**src/common/obi_pkg.sv**
```systemverilog
////////////////////////////////////////
// Types for the simplified OBI data bus
// Width typedefs for address, data, byte
// enables and protection code, plus the
// request and response structs
////////////////////////////////////////

package obi_pkg;

  ////////////////////////////////////////
  // Plain vector types
  ////////////////////////////////////////

  // Byte address on the data bus
  typedef logic [31:0] obi_addr_t;

  // One bus data word
  typedef logic [31:0] obi_data_t;

  // One enable per byte lane of a data word
  typedef logic [3:0]  obi_be_t;

  // Protection code that travels with every request
  typedef logic [2:0]  obi_prot_t;

  ////////////////////////////////////////
  // Channel structs
  ////////////////////////////////////////

  // Address phase, driven by the manager
  // The payload must stay stable while req is high and gnt is low
  typedef struct packed {
    logic      req;
    obi_addr_t addr;
    logic      we;
    obi_be_t   be;
    obi_data_t wdata;
    obi_prot_t prot;
  } obi_req_t;

  // Grant and response phase, driven by the subordinate
  // Responses come back in order, one per rvalid pulse
  typedef struct packed {
    logic      gnt;
    logic      rvalid;
    obi_data_t rdata;
    logic      err;
  } obi_rsp_t;

endpackage
```
**src/common/lsu_pkg.sv**
```systemverilog
////////////////////////////////////////
// Core-side types of the load/store unit
// Access size, request and response
// structs, FSM state encodings, monitor
// error flags and the outstanding depth
////////////////////////////////////////

package lsu_pkg;

  ////////////////////////////////////////
  // Limits and counters
  ////////////////////////////////////////

  // Largest number of bus transfers allowed in flight
  localparam int unsigned LSU_DEPTH = 2;

  // Wide enough to hold 0 to LSU_DEPTH
  typedef logic [1:0] lsu_cnt_t;

  ////////////////////////////////////////
  // Core interface
  ////////////////////////////////////////

  // Access width requested by the core
  typedef enum logic [1:0] {
    SIZE_BYTE = 2'b00,
    SIZE_HALF = 2'b01,
    SIZE_WORD = 2'b10
  } lsu_size_e;

  // One load or store as issued by the core
  typedef struct packed {
    obi_pkg::obi_addr_t addr;
    logic               we;
    lsu_size_e          size;
    obi_pkg::obi_data_t wdata;
    obi_pkg::obi_prot_t prot;
  } lsu_req_t;

  // Result returned to the core, read data is zero-extended
  typedef struct packed {
    obi_pkg::obi_data_t rdata;
    logic               err;
  } lsu_rsp_t;

  ////////////////////////////////////////
  // State encodings
  ////////////////////////////////////////

  typedef enum logic {
    WBUF_EMPTY = 1'b0,
    WBUF_FULL  = 1'b1
  } wbuf_state_e;

  typedef enum logic [1:0] {
    CTRL_IDLE    = 2'b00,
    CTRL_ISSUE_0 = 2'b01,
    CTRL_ISSUE_1 = 2'b10,
    CTRL_WAIT    = 2'b11
  } ctrl_state_e;

  // Sticky protocol error flags from the bus monitor
  typedef struct packed {
    logic cnt_overflow;
    logic spurious_rvalid;
    logic split_prot;
  } mon_err_t;

endpackage

```
**src/design/lsu_top.sv**
```systemverilog
////////////////////////////////////////
// Load/store unit top level
// Controller, write buffer and bus
// monitor between core and OBI ports
////////////////////////////////////////

`timescale 1ns/1ps

module lsu_top (
  input  logic              clk,
  input  logic              rst_n,
  input  logic              req_valid_i,
  input  lsu_pkg::lsu_req_t req_i,
  output logic              ready_o,
  output logic              rsp_valid_o,
  output lsu_pkg::lsu_rsp_t rsp_o,
  output logic              busy_o,
  output obi_pkg::obi_req_t obi_req_o,
  input  obi_pkg::obi_rsp_t obi_rsp_i,
  output lsu_pkg::mon_err_t mon_err_o
);
  import obi_pkg::*;
  import lsu_pkg::*;

  // Controller to write buffer
  obi_req_t    ctrl_req;
  logic        wbuf_ready;
  logic        gnt_accept;
  // Monitor taps
  wbuf_state_e wbuf_state;
  logic        split_start;

  lsu_ctrl i_ctrl (
    .clk           (clk),
    .rst_n         (rst_n),
    .req_valid_i   (req_valid_i),
    .req_i         (req_i),
    .ready_o       (ready_o),
    .rsp_valid_o   (rsp_valid_o),
    .rsp_o         (rsp_o),
    .busy_o        (busy_o),
    .ctrl_req_o    (ctrl_req),
    .wbuf_ready_i  (wbuf_ready),
    .obi_rsp_i     (obi_rsp_i),
    .gnt_accept_i  (gnt_accept),
    .split_start_o (split_start)
  );

  lsu_write_buffer i_wbuf (
    .clk          (clk),
    .rst_n        (rst_n),
    .ctrl_req_i   (ctrl_req),
    .wbuf_ready_o (wbuf_ready),
    .obi_req_o    (obi_req_o),
    .obi_gnt_i    (obi_rsp_i.gnt),
    .wbuf_state_o (wbuf_state),
    .gnt_accept_o (gnt_accept)
  );

  lsu_bus_monitor i_mon (
    .clk           (clk),
    .rst_n         (rst_n),
    .obi_req_i     (obi_req_o),
    .obi_rsp_i     (obi_rsp_i),
    .wbuf_state_i  (wbuf_state),
    .split_start_i (split_start),
    .err_o         (mon_err_o)
  );

endmodule

```
**src/lsu/lsu_bus_monitor.sv**
```systemverilog
////////////////////////////////////////
// OBI data bus protocol monitor
// Own outstanding counter, spurious
// rvalid check and split prot check,
// reported as sticky error flags
////////////////////////////////////////

`timescale 1ns/1ps

module lsu_bus_monitor (
  input  logic                 clk,
  input  logic                 rst_n,
  input  obi_pkg::obi_req_t    obi_req_i,
  input  obi_pkg::obi_rsp_t    obi_rsp_i,
  input  lsu_pkg::wbuf_state_e wbuf_state_i,
  input  logic                 split_start_i,
  output lsu_pkg::mon_err_t    err_o
);
  import obi_pkg::*;
  import lsu_pkg::*;

  logic      accept;
  logic      cnt_down;
  lsu_cnt_t  cnt_q, cnt_d;
  obi_prot_t prot_prev_q;
  lsu_cnt_t  split_rem_q;
  lsu_cnt_t  rem_init;
  mon_err_t  err_q, err_d;

  assign accept   = obi_req_i.req && obi_rsp_i.gnt;
  assign cnt_down = obi_rsp_i.rvalid && (cnt_q != '0);

  ////////////////////////////////////////
  // Outstanding transfers
  ////////////////////////////////////////

  // Saturates at LSU_DEPTH so a single overflow does not wrap the count
  always_comb begin
    cnt_d = cnt_q;
    if (accept && !cnt_down && (cnt_q < lsu_cnt_t'(LSU_DEPTH))) begin
      cnt_d = cnt_q + lsu_cnt_t'(1);
    end else if (!accept && cnt_down) begin
      cnt_d = cnt_q - lsu_cnt_t'(1);
    end
  end

  ////////////////////////////////////////
  // Split tracking
  ////////////////////////////////////////

  // Transfers still to be accepted up to and including part 1 of the split
  // A full buffer puts one older transfer ahead of part 0
  always_comb begin
    rem_init = lsu_cnt_t'(2);
    if (wbuf_state_i == WBUF_FULL) begin
      rem_init = rem_init + lsu_cnt_t'(1);
    end
    if (accept) begin
      rem_init = rem_init - lsu_cnt_t'(1);
    end
  end

  // Flags only ever go high
  always_comb begin
    err_d = err_q;
    if (accept && !cnt_down && (cnt_q == lsu_cnt_t'(LSU_DEPTH))) begin
      err_d.cnt_overflow = 1'b1;
    end
    if (obi_rsp_i.rvalid && (cnt_q == '0)) begin
      err_d.spurious_rvalid = 1'b1;
    end
    // Part 1 is the transfer accepted when one remains
    if ((split_rem_q == lsu_cnt_t'(1)) && accept && (obi_req_i.prot != prot_prev_q)) begin
      err_d.split_prot = 1'b1;
    end
  end

  always_ff @(posedge clk or negedge rst_n) begin
    if (!rst_n) begin
      cnt_q       <= '0;
      prot_prev_q <= '0;
      split_rem_q <= '0;
      err_q       <= '0;
    end else begin
      cnt_q <= cnt_d;
      err_q <= err_d;
      if (accept) begin
        prot_prev_q <= obi_req_i.prot;
      end
      if (split_start_i && (split_rem_q == '0)) begin
        split_rem_q <= rem_init;
      end else if (accept && (split_rem_q != '0)) begin
        split_rem_q <= split_rem_q - lsu_cnt_t'(1);
      end
    end
  end

  assign err_o = err_q;

endmodule

```
**src/lsu/lsu_write_buffer.sv**
```systemverilog
////////////////////////////////////////
// One-entry write buffer
// Holds a transfer the bus has not yet
// granted and presents it until granted
////////////////////////////////////////

`timescale 1ns/1ps

module lsu_write_buffer (
  input  logic                 clk,
  input  logic                 rst_n,
  input  obi_pkg::obi_req_t    ctrl_req_i,
  output logic                 wbuf_ready_o,
  output obi_pkg::obi_req_t    obi_req_o,
  input  logic                 obi_gnt_i,
  output lsu_pkg::wbuf_state_e wbuf_state_o,
  output logic                 gnt_accept_o
);
  import obi_pkg::*;
  import lsu_pkg::*;

  wbuf_state_e state_q, state_d;
  obi_req_t    entry_q;
  logic        capture;

  // Room for a new transfer when empty or when the entry leaves this cycle
  assign wbuf_ready_o = (state_q == WBUF_EMPTY) || obi_gnt_i;

  // An empty buffer is transparent, a full one owns the bus request
  assign obi_req_o = (state_q == WBUF_FULL) ? entry_q : ctrl_req_i;

  assign gnt_accept_o = obi_req_o.req && obi_gnt_i;

  // Store the offered transfer unless it goes straight onto the bus
  assign capture = ctrl_req_i.req && wbuf_ready_o &&
                   ((state_q == WBUF_FULL) || !obi_gnt_i);

  always_comb begin
    state_d = state_q;
    if (capture) begin
      state_d = WBUF_FULL;
    end else if (obi_gnt_i) begin
      // Entry drained with nothing behind it
      state_d = WBUF_EMPTY;
    end
  end

  always_ff @(posedge clk or negedge rst_n) begin
    if (!rst_n) begin
      state_q <= WBUF_EMPTY;
    end else begin
      state_q <= state_d;
    end
  end

  always_ff @(posedge clk) begin
    if (capture) begin
      entry_q <= ctrl_req_i;
    end
  end

  assign wbuf_state_o = state_q;

endmodule

```
**src/lsu/lsu_ctrl.sv**
```systemverilog
////////////////////////////////////////
// Load/store controller
// Takes one core access at a time, splits
// word-crossing accesses into two aligned
// transfers, tracks outstanding transfers
// and merges the read data of both parts
////////////////////////////////////////

`timescale 1ns/1ps

module lsu_ctrl (
  input  logic               clk,
  input  logic               rst_n,
  input  logic               req_valid_i,
  input  lsu_pkg::lsu_req_t  req_i,
  output logic               ready_o,
  output logic               rsp_valid_o,
  output lsu_pkg::lsu_rsp_t  rsp_o,
  output logic               busy_o,
  output obi_pkg::obi_req_t  ctrl_req_o,
  input  logic               wbuf_ready_i,
  input  obi_pkg::obi_rsp_t  obi_rsp_i,
  input  logic               gnt_accept_i,
  output logic               split_start_o
);
  import obi_pkg::*;
  import lsu_pkg::*;

  ctrl_state_e state_q, state_d;
  lsu_req_t    req_q;
  lsu_cnt_t    cnt_q, cnt_d;
  logic        split;
  logic        hand_over;
  logic        rsp_take;
  logic        rsp_last;
  logic        rsp_idx_q;
  obi_data_t   rd0_q;
  logic        err0_q;
  logic [7:0]  be_wide;
  logic [63:0] wdata_wide;
  logic [63:0] rdata_wide;
  logic [63:0] rdata_shift;
  obi_data_t   size_mask;
  logic        rsp_valid_q;
  lsu_rsp_t    rsp_q;

  ////////////////////////////////////////
  // Access decode
  ////////////////////////////////////////

  // A word at offset 1..3 or a halfword at offset 3 crosses into the next word
  assign split = ((req_q.size == SIZE_WORD) && (req_q.addr[1:0] != 2'b00)) ||
                 ((req_q.size == SIZE_HALF) && (req_q.addr[1:0] == 2'b11));

  always_comb begin
    case (req_q.size)
      SIZE_BYTE: size_mask = 32'h0000_00ff;
      SIZE_HALF: size_mask = 32'h0000_ffff;
      default:   size_mask = 32'hffff_ffff;
    endcase
  end

  // Lanes and data of both words in one 8-byte window, the upper half is part 1
  assign be_wide    = {4'b0000, size_mask[24], size_mask[16], size_mask[8], size_mask[0]}
                      << req_q.addr[1:0];
  assign wdata_wide = {32'h0, req_q.wdata} << {req_q.addr[1:0], 3'b000};

  // Transfer to the write buffer, part 1 sits one word above part 0
  always_comb begin
    ctrl_req_o       = '0;
    ctrl_req_o.req   = ((state_q == CTRL_ISSUE_0) || (state_q == CTRL_ISSUE_1)) &&
                       (cnt_q < lsu_cnt_t'(LSU_DEPTH));
    ctrl_req_o.we    = req_q.we;
    ctrl_req_o.prot  = req_q.prot;
    ctrl_req_o.addr  = {req_q.addr[31:2], 2'b00};
    ctrl_req_o.be    = be_wide[3:0];
    ctrl_req_o.wdata = wdata_wide[31:0];
    if (state_q == CTRL_ISSUE_1) begin
      ctrl_req_o.addr  = {req_q.addr[31:2], 2'b00} + obi_addr_t'(4);
      ctrl_req_o.be    = be_wide[7:4];
      ctrl_req_o.wdata = wdata_wide[63:32];
    end
  end

  assign hand_over     = ctrl_req_o.req && wbuf_ready_i;
  assign split_start_o = hand_over && (state_q == CTRL_ISSUE_0) && split;

  ////////////////////////////////////////
  // FSM
  ////////////////////////////////////////

  // Responses only belong to us while an access is open
  assign rsp_take = obi_rsp_i.rvalid && (state_q != CTRL_IDLE);
  assign rsp_last = rsp_take && (!split || rsp_idx_q);

  always_comb begin
    state_d = state_q;
    case (state_q)
      CTRL_IDLE:    if (req_valid_i) state_d = CTRL_ISSUE_0;
      CTRL_ISSUE_0: if (hand_over) state_d = split ? CTRL_ISSUE_1 : CTRL_WAIT;
      CTRL_ISSUE_1: if (hand_over) state_d = CTRL_WAIT;
      default:      if (rsp_last) state_d = CTRL_IDLE;
    endcase
  end

  // Outstanding count follows bus acceptance, not the buffer hand-over
  always_comb begin
    cnt_d = cnt_q;
    case ({gnt_accept_i, obi_rsp_i.rvalid && (cnt_q != '0)})
      2'b10:   cnt_d = cnt_q + lsu_cnt_t'(1);
      2'b01:   cnt_d = cnt_q - lsu_cnt_t'(1);
      default: cnt_d = cnt_q;
    endcase
  end

  // Part 1 data sits above part 0, shifting right aligns the access to bit 0
  assign rdata_wide  = split ? {obi_rsp_i.rdata, rd0_q} : {32'h0, obi_rsp_i.rdata};
  assign rdata_shift = rdata_wide >> {req_q.addr[1:0], 3'b000};

  always_ff @(posedge clk or negedge rst_n) begin
    if (!rst_n) begin
      state_q     <= CTRL_IDLE;
      cnt_q       <= '0;
      rsp_idx_q   <= 1'b0;
      rsp_valid_q <= 1'b0;
    end else begin
      state_q     <= state_d;
      cnt_q       <= cnt_d;
      rsp_valid_q <= rsp_last;
      if (state_q == CTRL_IDLE) begin
        rsp_idx_q <= 1'b0;
      end else if (rsp_take && !rsp_last) begin
        rsp_idx_q <= 1'b1;
      end
    end
  end

  // Payload registers
  always_ff @(posedge clk) begin
    if ((state_q == CTRL_IDLE) && req_valid_i) begin
      req_q <= req_i;
    end
    if (rsp_take && !rsp_last) begin
      rd0_q  <= obi_rsp_i.rdata;
      err0_q <= obi_rsp_i.err;
    end
    if (rsp_last) begin
      rsp_q.rdata <= rdata_shift[31:0] & size_mask;
      rsp_q.err   <= obi_rsp_i.err | (split & err0_q);
    end
  end

  assign ready_o     = (state_q == CTRL_IDLE);
  assign busy_o      = (state_q != CTRL_IDLE) || (cnt_q != '0);
  assign rsp_valid_o = rsp_valid_q;
  assign rsp_o       = rsp_q;

endmodule

```
**config.mk**
```make
export PLATFORM = sky130hd
export DESIGN_NAME = lsu_top
export DESIGN_NICKNAME = d
export VERILOG_FILES = /design/src/common/obi_pkg.sv /design/src/common/lsu_pkg.sv /design/src/design/lsu_top.sv /design/src/lsu/lsu_bus_monitor.sv /design/src/lsu/lsu_write_buffer.sv /design/src/lsu/lsu_ctrl.sv
export SDC_FILE = /design/constraint.sdc
export NUM_CORES = 1
export LEC_CHECK = 0
export ABC_CLOCK_PERIOD_IN_PS = 7700
export BUFFER_PORTS_ARGS = -buffer_cell sky130_fd_sc_hd__buf_2
export CORE_MARGIN = 3
export CORE_UTILIZATION = 59
export DETAILED_ROUTE_END_ITERATION = 8
export PLACE_DENSITY = 0.89
export SKIP_CTS_REPAIR_TIMING = 1
export SYNTH_ARGS = -nofsm -noshare
export SYNTH_HDL_FRONTEND = slang
export SYNTH_SLANG_ARGS = --single-unit
```
**constraint.sdc**
```tcl
create_clock -name clk -period 7.7 [get_ports clk]
set_input_delay 1.155 -clock clk [delete_from_list [all_inputs] [get_ports clk]]
set_output_delay 1.155 -clock clk [all_outputs]
set_load 0.02 [all_outputs]
```
# == After elaboration in Yosys (flattened, before gate mapping) ==
# Cells that the tools add are included.
# W data, S select, Z words.
# totals
ff_bits,226
inputBits,108
out_inout_bits,112
elab_cells,127
# op_classes
n_addsub,7
n_lt_le_gt_ge,2
n_eq_ne,13
shift,3
muxes,22
n_bitwise,4
reduce_logical,50
# ops
operator,count
$mux W73,1
$mux W64,1
$pmux W32 S2,1
$shl A32 B5 Y64,1
$shr A64 B5 Y32,1
$mux W36,1
$add A32 B3 Y32 const B,1
$and A32 B32 Y32,1
$mux W32,1
$logic_and A1 B1 Y1,23
$reduce_bool A2 Y1,10
$mux W2,9
$eq A2 B2 Y1 const B,5
$eq A2 B1 Y1 const B,4
$logic_not A2 Y1,4
$shl A4 B2 Y8,1
$sub A2 B1 Y2 const B,4
$logic_or A1 B1 Y1,6
$mux W1,6
$pmux W2 S3,1
$logic_not A1 Y1,5
$add A2 B1 Y2 const B,2
$lt A2 B2 Y1 const B,2
$ne A2 B1 Y1 const B,2
8 further kinds,8

# == Longest topological paths before layout ==
# Gate-level depths: netlist of the first run.
# depth
ltp_word,10
depth_mapped,9

# == By module ==
# From an unflattened synthesis of the first run, not the netlist that was laid out.
# unflattened
cells_unflattened,781
area_unflattened_um2,10835.4
# by_module_without_submodules
module,instances,cells_each,area_per_inst_um2,seq_area_each_um2
lsu_ctrl,1,575,7001.7,3993.8
lsu_write_buffer,1,161,3306.9,2217.1
lsu_bus_monitor,1,45,526.8,250.2

# == Worst setup path after synthesis of the first run ==
# OpenSTA, ideal clock, no wires.
# synth_path
kind,input-to-reg
start,input obi_rsp_i[34] (netlist bit)
end,register i_wbuf.entry_q[0] (netlist bit) (enable)
setup_ps,434
arrival_ps,3138
required_ps,7266
path_slack_ps,4128
stages,3
path_buffers,0
path_cell_list,inv_1 -> a21oi_1 -> o21a_1
# synth_via
elab_chain_len,3
elab_cells_between_ends,5
# synth_rtl
element,line_no,text
"start, declared",lsu_top.sv:19,"input obi_pkg::obi_rsp_t obi_rsp_i,"
$logic_or A1 B1 Y1 or $logic_not A1 Y1 (tied branches),"lsu_write_buffer.sv:27, lsu_write_buffer.sv:36",
$logic_and A1 B1 Y1 or $logic_or A1 B1 Y1 (tied branches),"lsu_write_buffer.sv:35, lsu_write_buffer.sv:36",
$logic_and A1 B1 Y1 (*),lsu_write_buffer.sv:35,assign capture = ctrl_req_i.req && wbuf_ready_o &&
via i_wbuf.capture,lsu_write_buffer.sv:24,logic capture;
"end signal, assigned",lsu_write_buffer.sv:58,entry_q <= ctrl_req_i;
"end, declared",lsu_write_buffer.sv:23,obi_req_t entry_q;
# The timed path passes the listed nets; every way through them passes the cells marked *.
# A chain may end at the register's enable or synchronous reset.

==> impl_metrics.tcl, run 1 <==
set metrics [dict create \
    clk_pin_slew_worst_paths_ns 0.06 \
    yosys.cell_types.count 58 \
    grt_pass1_vias 7367 \
    hpwl_um 16200 \
    final_cell_mix "buf_2, edfxtp_1, nand2_1" \
    cts_sinks 216 \
    maxCapViolCount 0 \
    core_sq_mm 0.0169 \
    synth-edff-count 199 \
    cts_made_buffers 22 \
    critPathCaptureType "output port" \
    cp_data_arrival_time_ns 3.70 \
    synth_seq_area_share_pct 61.6 \
    grt_max_degree 78 \
    drive_gt1_share_pct 35.8 \
    crit_slowest_cell "ha_1" \
    worst_slew_pin_slew_ns 1.06 \
    nets 1075 \
    max_stage_delay_ns 0.85 \
    antenna_found_initial 1 \
    r2r-start "i_ctrl.req_q[38]" \
    clockRootBuffer "clkbuf_16" \
    start_util_pct 61.6 \
    reg2reg_to "i_ctrl.rsp_o[21]" \
    ff2ff_setup_slack_ns 4.39 \
    wirelength_um 24100 \
    drt-vias-per-instance 6.07 \
    relSlewSlack_pct 29.3 \
    antenna_left 0 \
    timing.hold.ws_ns 0.449 \
    min_path_cells 1 \
    row_count 47 \
    diodes 0 \
    synthArstFlopShare_pct 7.87 \
    worstPathCellList "inv_1, ha_1, nand4_2, nor4_4, nand4_1, xnor2_1, mux2_2, buf_2" \
    status "complete, no violations" \
    via_count 7249 \
    drtIter0Drc 550 \
    area_growth_pct 19.2 \
    holdPathEnd "i_mon.err_o[1]" \
    port-buffer-count 217 \
    peakVddDrop_mv 0.240 \
    rsz0062_at_grt "no" \
    dieArea_sq_mm 0.0192 \
    ys_warn_count 0 \
    dr.pass1.iters 5 \
    leakagePower_nw 4.92 \
    synthCells 754 \
    clk_latency_ns 0.50 \
    drc 0 \
    boundaryPins 220 \
    grt_pass1_wl_um 38700 \
    hold_violations 0 \
    die_w_um 139 \
    wl_per_cell_um 20.2 \
    die_y_um 139 \
    grt_overflow_total 0 \
    final_max_slew_viol_count 0 \
    cp.required_ns 6.55 \
    power_per_cell_area_mw_per_mm2 381 \
    worstPathMaxFanout 25 \
    worst-setup-path-type "register to output port" \
    hold_path_class "register to register" \
    finalClockSkew_ns 0.0150 \
    synthFlopType "edfxtp_1" \
    gp_congestion 0.870 \
    clockBufferDepth 3 \
    min_period_over_period_pct 63.0 \
    synth_area_sq_mm 0.0104 \
    period_minus_slack_ns 4.85 \
    fin_tns_setup_ns 0 \
    syn_avg_cell_area_sq_um 13.8 \
    hold_start "i_mon.err_o[1]" \
    cts_tree "built" \
    synth_seq_cells 216 \
    setup_viol 0 \
    mostFrequentLayoutCell "buf_2" \
    fmax_mhz 206 \
    cp-start-kind "register" \
    gr-usage-all-layers_pct 24.5 \
    cts_max_level 1 \
    reg2regPathDepth 8 \
]
[critical path: cells and delay by family, from the launching register on]
kind	cells	cell delay, ns
muxes	1	0.26
buffers and inverters	2	0.25
DFF	1	0.40
and+or+nand+nor	3	1.25
adders and majority gates	1	0.85
xor gates and xnor gates	1	0.19
[kinds of logic after synthesis]
logic type                 after synthesis  synth area share, %
and+or+nand+nor                        181                 8.52
DFF                                    216                 61.6
buffers and inverters                   59                 2.63
AOI/OAI and AO/OA                      121                 8.60
muxes                                  130                 14.4
xor gates and xnor gates                37                 3.12
adders and majority gates                9                 1.06
other                                    1               0.0361
[layout make-up]
cell class,count,area [sq um]
well taps,220,275
inverters,15,56.3
multi-input cells,480,3730
clock buffers,29,598
repair buffers,224,1140
flip-flops and latches,216,6400
clock inverters,11,176
fillers,1092,4490
[cells in the mapped netlist (7+ instances only)]
library cell / n / area share (%)
a21oi_1: 7 / 0.34
o21ai_0: 24 / 1.2
nand2_1: 81 / 2.9
a21o_1: 12 / 0.87
o2bb2ai_1: 8 / 0.67
nand3_1: 15 / 0.72
edfxtp_1: 199 / 58
clkbuf_1: 25 / 0.90
nor2_1: 41 / 1.5
o22ai_1: 8 / 0.48
mux2i_1: 50 / 4.8
ha_1: 8 / 0.96
xor2_1: 12 / 1.0
a211oi_1: 10 / 0.72
buf_2: 8 / 0.39
dfrtp_1: 17 / 4.1
o221ai_1: 8 / 0.67
xnor2_1: 25 / 2.1
nand4_1: 7 / 0.42
a22o_1: 8 / 0.67
a311oi_1: 15 / 1.3
a211o_1: 8 / 0.67
and2_1: 10 / 0.60
mux2_2: 72 / 7.8
inv_1: 15 / 0.54
[metal layers]
metal | GRT usage, % | part of all wire, % | up-vias
met5 | 0 | 0.037 | -
met4 | 8.08 | 2.5 | 2
met3 | 5.55 | 9.4 | 52
met2 | 41.9 | 50 | 393
met1 | 31.4 | 38 | 3512
li1 | - | - | 3290
[how the worst max path moves through the flow]
stage                           start  depth (start not counted)                 to  slack [ns]
finish              i_ctrl.state_q[0]                          8      obi_req_o[67]        2.85
global route        i_ctrl.state_q[0]                          8      obi_req_o[67]        2.61
CTS                 i_ctrl.state_q[0]                          8      obi_req_o[67]        2.81
detailed placement  i_ctrl.state_q[0]                          8      obi_req_o[67]        3.33
global placement    i_ctrl.state_q[0]                          8      obi_req_o[69]        3.52
floorplan               obi_rsp_i[34]                          3  i_wbuf.entry_q[0]        4.13
[per-stage QoR]
stage,area [sq um],setup slack (ns),power [mW],std cells,util (%)
floorplan,10400,4.13,3.06,755,-
global placement,11600,3.52,3.54,1155,68.8
detailed placement,11600,3.33,3.60,1155,68.8
CTS,12400,2.81,4.75,1195,73.4
global route,12400,2.61,4.95,1195,73.4
finish,12400,2.85,4.72,1195,73.4
[power breakdown]
| part | internal (mW) | total [mW] | switching [mW] |
|---|---|---|---|
| Clock | 0.713 | 1.14 | 0.426 |
| Combinational | 0.636 | 1.69 | 1.05 |
| Sequential | 1.70 | 1.89 | 0.189 |
[sequential cells by signal (all words and copies together), names as in the netlist]
register,count
i_ctrl.rsp_valid_o,1
i_wbuf.wbuf_state_o,1
i_ctrl.req_q,66
i_ctrl.cnt_q,2
i_ctrl.ctrl_req_o,4
i_ctrl.rsp_idx_q,1
i_mon.err_o,3
i_ctrl.state_q,2
i_mon.split_rem_q,2
i_mon.prot_prev_q,3
i_mon.cnt_q,2
i_ctrl.rd0_q,24
i_ctrl.err0_q,1
i_ctrl.rsp_o,33
i_wbuf.entry_q,71
Power figures use the tool's default switching activity.
==> inputs of run 2 (changes only) <==
ABC_CLOCK_PERIOD_IN_PS = 4100   (was 7700)
CORE_UTILIZATION = 50   (was 59)
PLACE_DENSITY = 0.81   (was 0.89)
clock period = 4.1 ns   (was 7.7 ns; I/O delays follow)
==> run 2 against run 1 <==
Die area grew 17%. Flip-flop and latch count unchanged. Design area grew 0.88%. Routed wire length decreased by 0.48%. Core utilization down 12 points. Power grew 88%. Critical path depth rose by 1. Global-route usage down 3.4 points. Largest power group unchanged.
==> impl_metrics.tcl, run 2 (synthesis results as in run 1) <==
set metrics [dict create \
    status "complete, no violations" \
    gp_congestion 0.873 \
    dpl_worst_slack_ns 1.03 \
    area_growth_pct 20.3 \
    cp.required_ns 3.48 \
    hold_path_class "input port to async pin" \
    drt-vias-per-instance 5.71 \
    peakVddDrop_mv 0.433 \
    reg2regPathDepth 6 \
    fin_tns_setup_ns 0 \
    hold_violations 0 \
    top_register "i_wbuf.entry_q" \
    crit_family "simple AND/OR/NAND/NOR gates" \
    port-buffer-count 217 \
    drtIter0Drc 433 \
    cts_sinks 216 \
    max_stage_delay_ns 0.42 \
    power_per_cell_area_mw_per_mm2 709 \
    grt_pass1_vias 7271 \
    row_count 52 \
    gr-usage-all-layers_pct 21.1 \
    setup_viol 0 \
    final_cell_mix "buf_2, edfxtp_1, nand2_1" \
    wirelength_um 24000 \
    grt_pass1_wl_um 37900 \
    antenna_found_initial 4 \
    leakagePower_nw 4.94 \
    drc 0 \
    largest_register_ffs 71 \
    dr.pass1.iters 5 \
    final_max_slew_viol_count 0 \
    cts_tree "built" \
    cp-start-kind "register" \
    timing.hold.ws_ns 0.0218 \
    critPathCaptureType "output port" \
    start_util_pct 51.2 \
    dieArea_sq_mm 0.0225 \
    worstPathMaxFanout 24 \
    nets 1080 \
    clk_pin_slew_worst_paths_ns 0.06 \
    clockRootBuffer "clkbuf_16" \
    worstPathCellList "inv_1, ha_1, buf_4, nand3_1, nor4_4, nand4_1, xnor2_1, mux2_2, buf_2" \
    cts_made_buffers 24 \
    min_period_over_period_pct 87.1 \
    worst_slack_ns 0.530 \
    rsz0062_at_grt "no" \
    worst-setup-path-type "register to output port" \
    core_sq_mm 0.0203 \
    relSlewSlack_pct 27.5 \
    wl_per_cell_um 19.2 \
    clk_latency_ns 0.51 \
    die_w_um 150 \
    finalClockSkew_ns 0.0127 \
    worstPathBufferInverterCount 3 \
    crit_slowest_cell "nor4_4" \
    worst_slew_pin_slew_ns 1.09 \
    mostFrequentLayoutCell "buf_2" \
    period_minus_slack_ns 3.57 \
    drive_gt1_share_pct 36.5 \
    boundaryPins 220 \
    grt_overflow_total 0 \
    maxCapViolCount 0 \
    cp_data_arrival_time_ns 2.96 \
    clockBufferDepth 3 \
    hpwl_um 16100 \
    cts_max_level 1 \
    fmax_mhz 280 \
    die_y_um 150 \
    cp.depth 9 \
    via_count 7154 \
    grt_max_degree 78 \
    antenna_left 0 \
]
==> run 2: per-layer routing <==
metal	part of all wire, %	global-route usage (%)
met3	11	6.65
met5	0.17	0
met4	2.7	7.73
met1	39	27.2
met2	47	33.8
==> run 2: power by group <==
| group | total [mW] | internal, mW | switching (mW) |
|---|---|---|---|
| logic | 3.17 | 1.20 | 1.97 |
| registers | 3.54 | 3.19 | 0.350 |
| clock network | 2.15 | 1.29 | 0.858 |
==> run 2: path summary, 6_finish.rpt <==
check / end / from / slack (ns)
hold / removal: i_wbuf.wbuf_state_o / rst_n / 0.02
setup / recovery: obi_req_o[70] / i_ctrl.state_q[0] / 0.53
hold reg to reg: i_wbuf.entry_q[39] / i_ctrl.ctrl_req_o[39] / 0.45
min in group clk: i_ctrl.req_q[61] / req_i[61] / 0.27
setup reg to reg: i_ctrl.rsp_o[20] / i_ctrl.req_q[39] / 1.40
max in group asynchronous: i_wbuf.wbuf_state_o / rst_n / 3.77
==> run 2: cell type report <==
class	count	area, sq um
repair buffers	227	1160
flip-flops and latches	216	6400
fillers	1580	7810
inverters	15	56.3
clock buffers	26	629
well taps	270	338
clock inverters	18	165
multi-input cells	480	3740
diodes	1	2.50
==> run 2: stage by stage <==
step,util [%],power [mW],std cells,cell area [sq um]
after floorplan,-,5.75,755,10400
after global placement,57.6,6.69,1208,11700
after detailed placement,57.6,6.76,1208,11700
after CTS,61.5,8.93,1252,12500
after global routing,61.5,9.34,1253,12500
final,61.5,8.86,1253,12500
==> inputs of run 3 (changes only) <==
CORE_MARGIN = 2   (was 3)
CTS_BUF_LIST = sky130_fd_sc_hd__clkbuf_4 sky130_fd_sc_hd__clkbuf_8 sky130_fd_sc_hd__clkbuf_16   (was unset)
==> run 3 against run 2 <==
Global-route usage down 0.22 points. Setup slack worse by 0.039 ns. Non-clock buffer count down 3. Register-to-register slack worse by 0.16 ns. Core utilization down 0.12 points. Sequential power about the same. First-iteration DRC count up 1.6%. Routed wire length down 2.1%. Clock-buffer cell count up 6. Sequential share of layout area up 0.097 points. Hold slack better by 0.0093 ns. Highest routed layer unchanged. Design area down 0.19%.
==> impl_metrics.tcl, run 3 (synthesis results as in run 1) <==
set metrics [dict create \
    crit_slowest_cell "nor4_4" \
    finalPower_mw 8.81 \
    via_count 7044 \
    wirelength_um 23500 \
    drtIter0Drc 440 \
    cts_sinks 216 \
    leakagePower_nw 4.92 \
    critPathCaptureType "output port" \
    cts_made_buffers 24 \
    max_stage_delay_ns 0.59 \
    worst-setup-path-type "register to output port" \
    regArea_sq_mm 0.00640 \
    final_util_pct 61.4 \
    drc 0 \
    min_period_over_period_pct 88.0 \
    finalClockSkew_ns 0.00784 \
    boundaryPins 220 \
    cts_tree "built" \
    gr-usage-all-layers_pct 20.9 \
    dieArea_sq_mm 0.0219 \
    worstPathMaxFanout 8 \
    ff2ff_setup_slack_ns 1.24 \
    final_cell_mix "buf_2, edfxtp_1, nand2_1" \
    mostFrequentLayoutCell "buf_2" \
    reg2reg_to "i_ctrl.rsp_o[19]" \
    clk_pin_slew_worst_paths_ns 0.06 \
    r2r-start "i_ctrl.req_q[35]" \
    port-buffer-count 217 \
    row_count 52 \
    fin_tns_setup_ns 0 \
    rsz0062_at_grt "no" \
    dr.pass1.iters 5 \
    cp.required_ns 3.48 \
    start_util_pct 51.2 \
    worst_slew_pin_slew_ns 1.07 \
    setup_viol 0 \
    final_max_slew_viol_count 0 \
    power_per_cell_area_mw_per_mm2 706 \
    peakVddDrop_mv 0.437 \
    hpwl_um 15800 \
    worstPathCellList "inv_1, ha_1, nand4_2, nor4_4, nand4_1, xnor2_1, mux2_2, buf_2" \
    clockBufferDepth 3 \
    cp-start-kind "register" \
    area_growth_pct 20.0 \
    grt_overflow_total 0 \
    hold_path_class "input port to async pin" \
    wl_per_cell_um 18.8 \
    maxCapViolCount 0 \
    antenna_left 0 \
    die_y_um 148 \
    status "complete, no violations" \
    relSlewSlack_pct 28.7 \
    hold_violations 0 \
    grt_max_degree 78 \
    gp_congestion 0.869 \
    core_sq_mm 0.0203 \
    largest_register_ffs 71 \
    period_minus_slack_ns 3.61 \
    grt_pass1_wl_um 36300 \
    cts_max_level 1 \
    fmax_mhz 277 \
    clk_latency_ns 0.51 \
    antenna_found_initial 3 \
    drive_gt1_share_pct 37.0 \
    reg2regPathDepth 6 \
    multi_input_area_sq_mm 0.00374 \
    cp_data_arrival_time_ns 2.99 \
    nets 1077 \
    drt-vias-per-instance 5.64 \
    grt_pass1_vias 6916 \
    fillers 1554 \
    die_w_um 148 \
    timing.hold.ws_ns 0.0311 \
    clockRootBuffer "clkbuf_16" \
    top_register "i_wbuf.entry_q" \
]
==> run 3: changes by cell type in the layout (fill, tap and decap cells not counted), sizes merged <==
cell      delta
buf          -3
bufinv       -2
clkbuf       +6
clkinv       -6
clkinvlp     +2
==> run 3: metal layers <==
layer	part of all wire (%)	routed length [um]	vias to the layer above	GRT usage, %
li1	-	-	3309	-
met1	39	9260	3355	26.4
met2	47	11200	318	34.4
met3	9.7	2290	58	6.32
met4	3.2	756	4	7.38
met5	0.14	32	-	0
==> run 3: worst max-delay path, delay by kind of cell (launching register included) <==
family / cells / cell delay, ns
buffers and inverters: 2 / 0.26
DFF: 1 / 0.41
adders and majority gates: 1 / 0.33
muxes: 1 / 0.27
xor gates and xnor gates: 1 / 0.20
and+or+nand+nor: 3 / 1.03
==> run 3: worst max path at each step <==
stage,startpoint,to,slack [ns],depth (start not counted)
floorplan,i_ctrl.req_q[35],i_ctrl.err0_q,0.75,4
global placement,i_ctrl.state_q[0],obi_req_o[67],1.10,8
detailed placement,i_ctrl.state_q[0],obi_req_o[67],1.01,8
CTS,i_ctrl.state_q[0],obi_req_o[59],0.44,8
global route,i_ctrl.state_q[0],obi_req_o[67],0.25,8
finish,i_ctrl.state_q[0],obi_req_o[67],0.49,8
==> run 3: final cells by class <==
class | count | share of cell area (%)
Tap cell | 270 | 2.71
Clock inverter | 12 | 0.873
Clock buffer | 32 | 5.49
Sequential cell | 216 | 51.4
Antenna cell | 1 | 0.0201
Multi-Input combinational cell | 480 | 30.0
Inverter | 15 | 0.452
Timing Repair Buffer | 224 | 9.13
==> run 3: report_power, final <==
part           switching (mW)  total, mW  leakage, nW  internal (mW)
registers               0.355       3.55         2.05           3.19
clock network           0.873       2.12        0.382           1.25
logic                    1.94       3.14         2.49           1.20
==> run 3: metrics by stage <==
step | setup WS [ns] | area (sq um) | std cells
final | 0.490 | 12500 | 1250
after global routing | 0.248 | 12500 | 1249
after CTS | 0.442 | 12500 | 1249
after detailed placement | 1.01 | 11700 | 1205
after global placement | 1.10 | 11700 | 1205
after floorplan | 0.748 | 10400 | 755
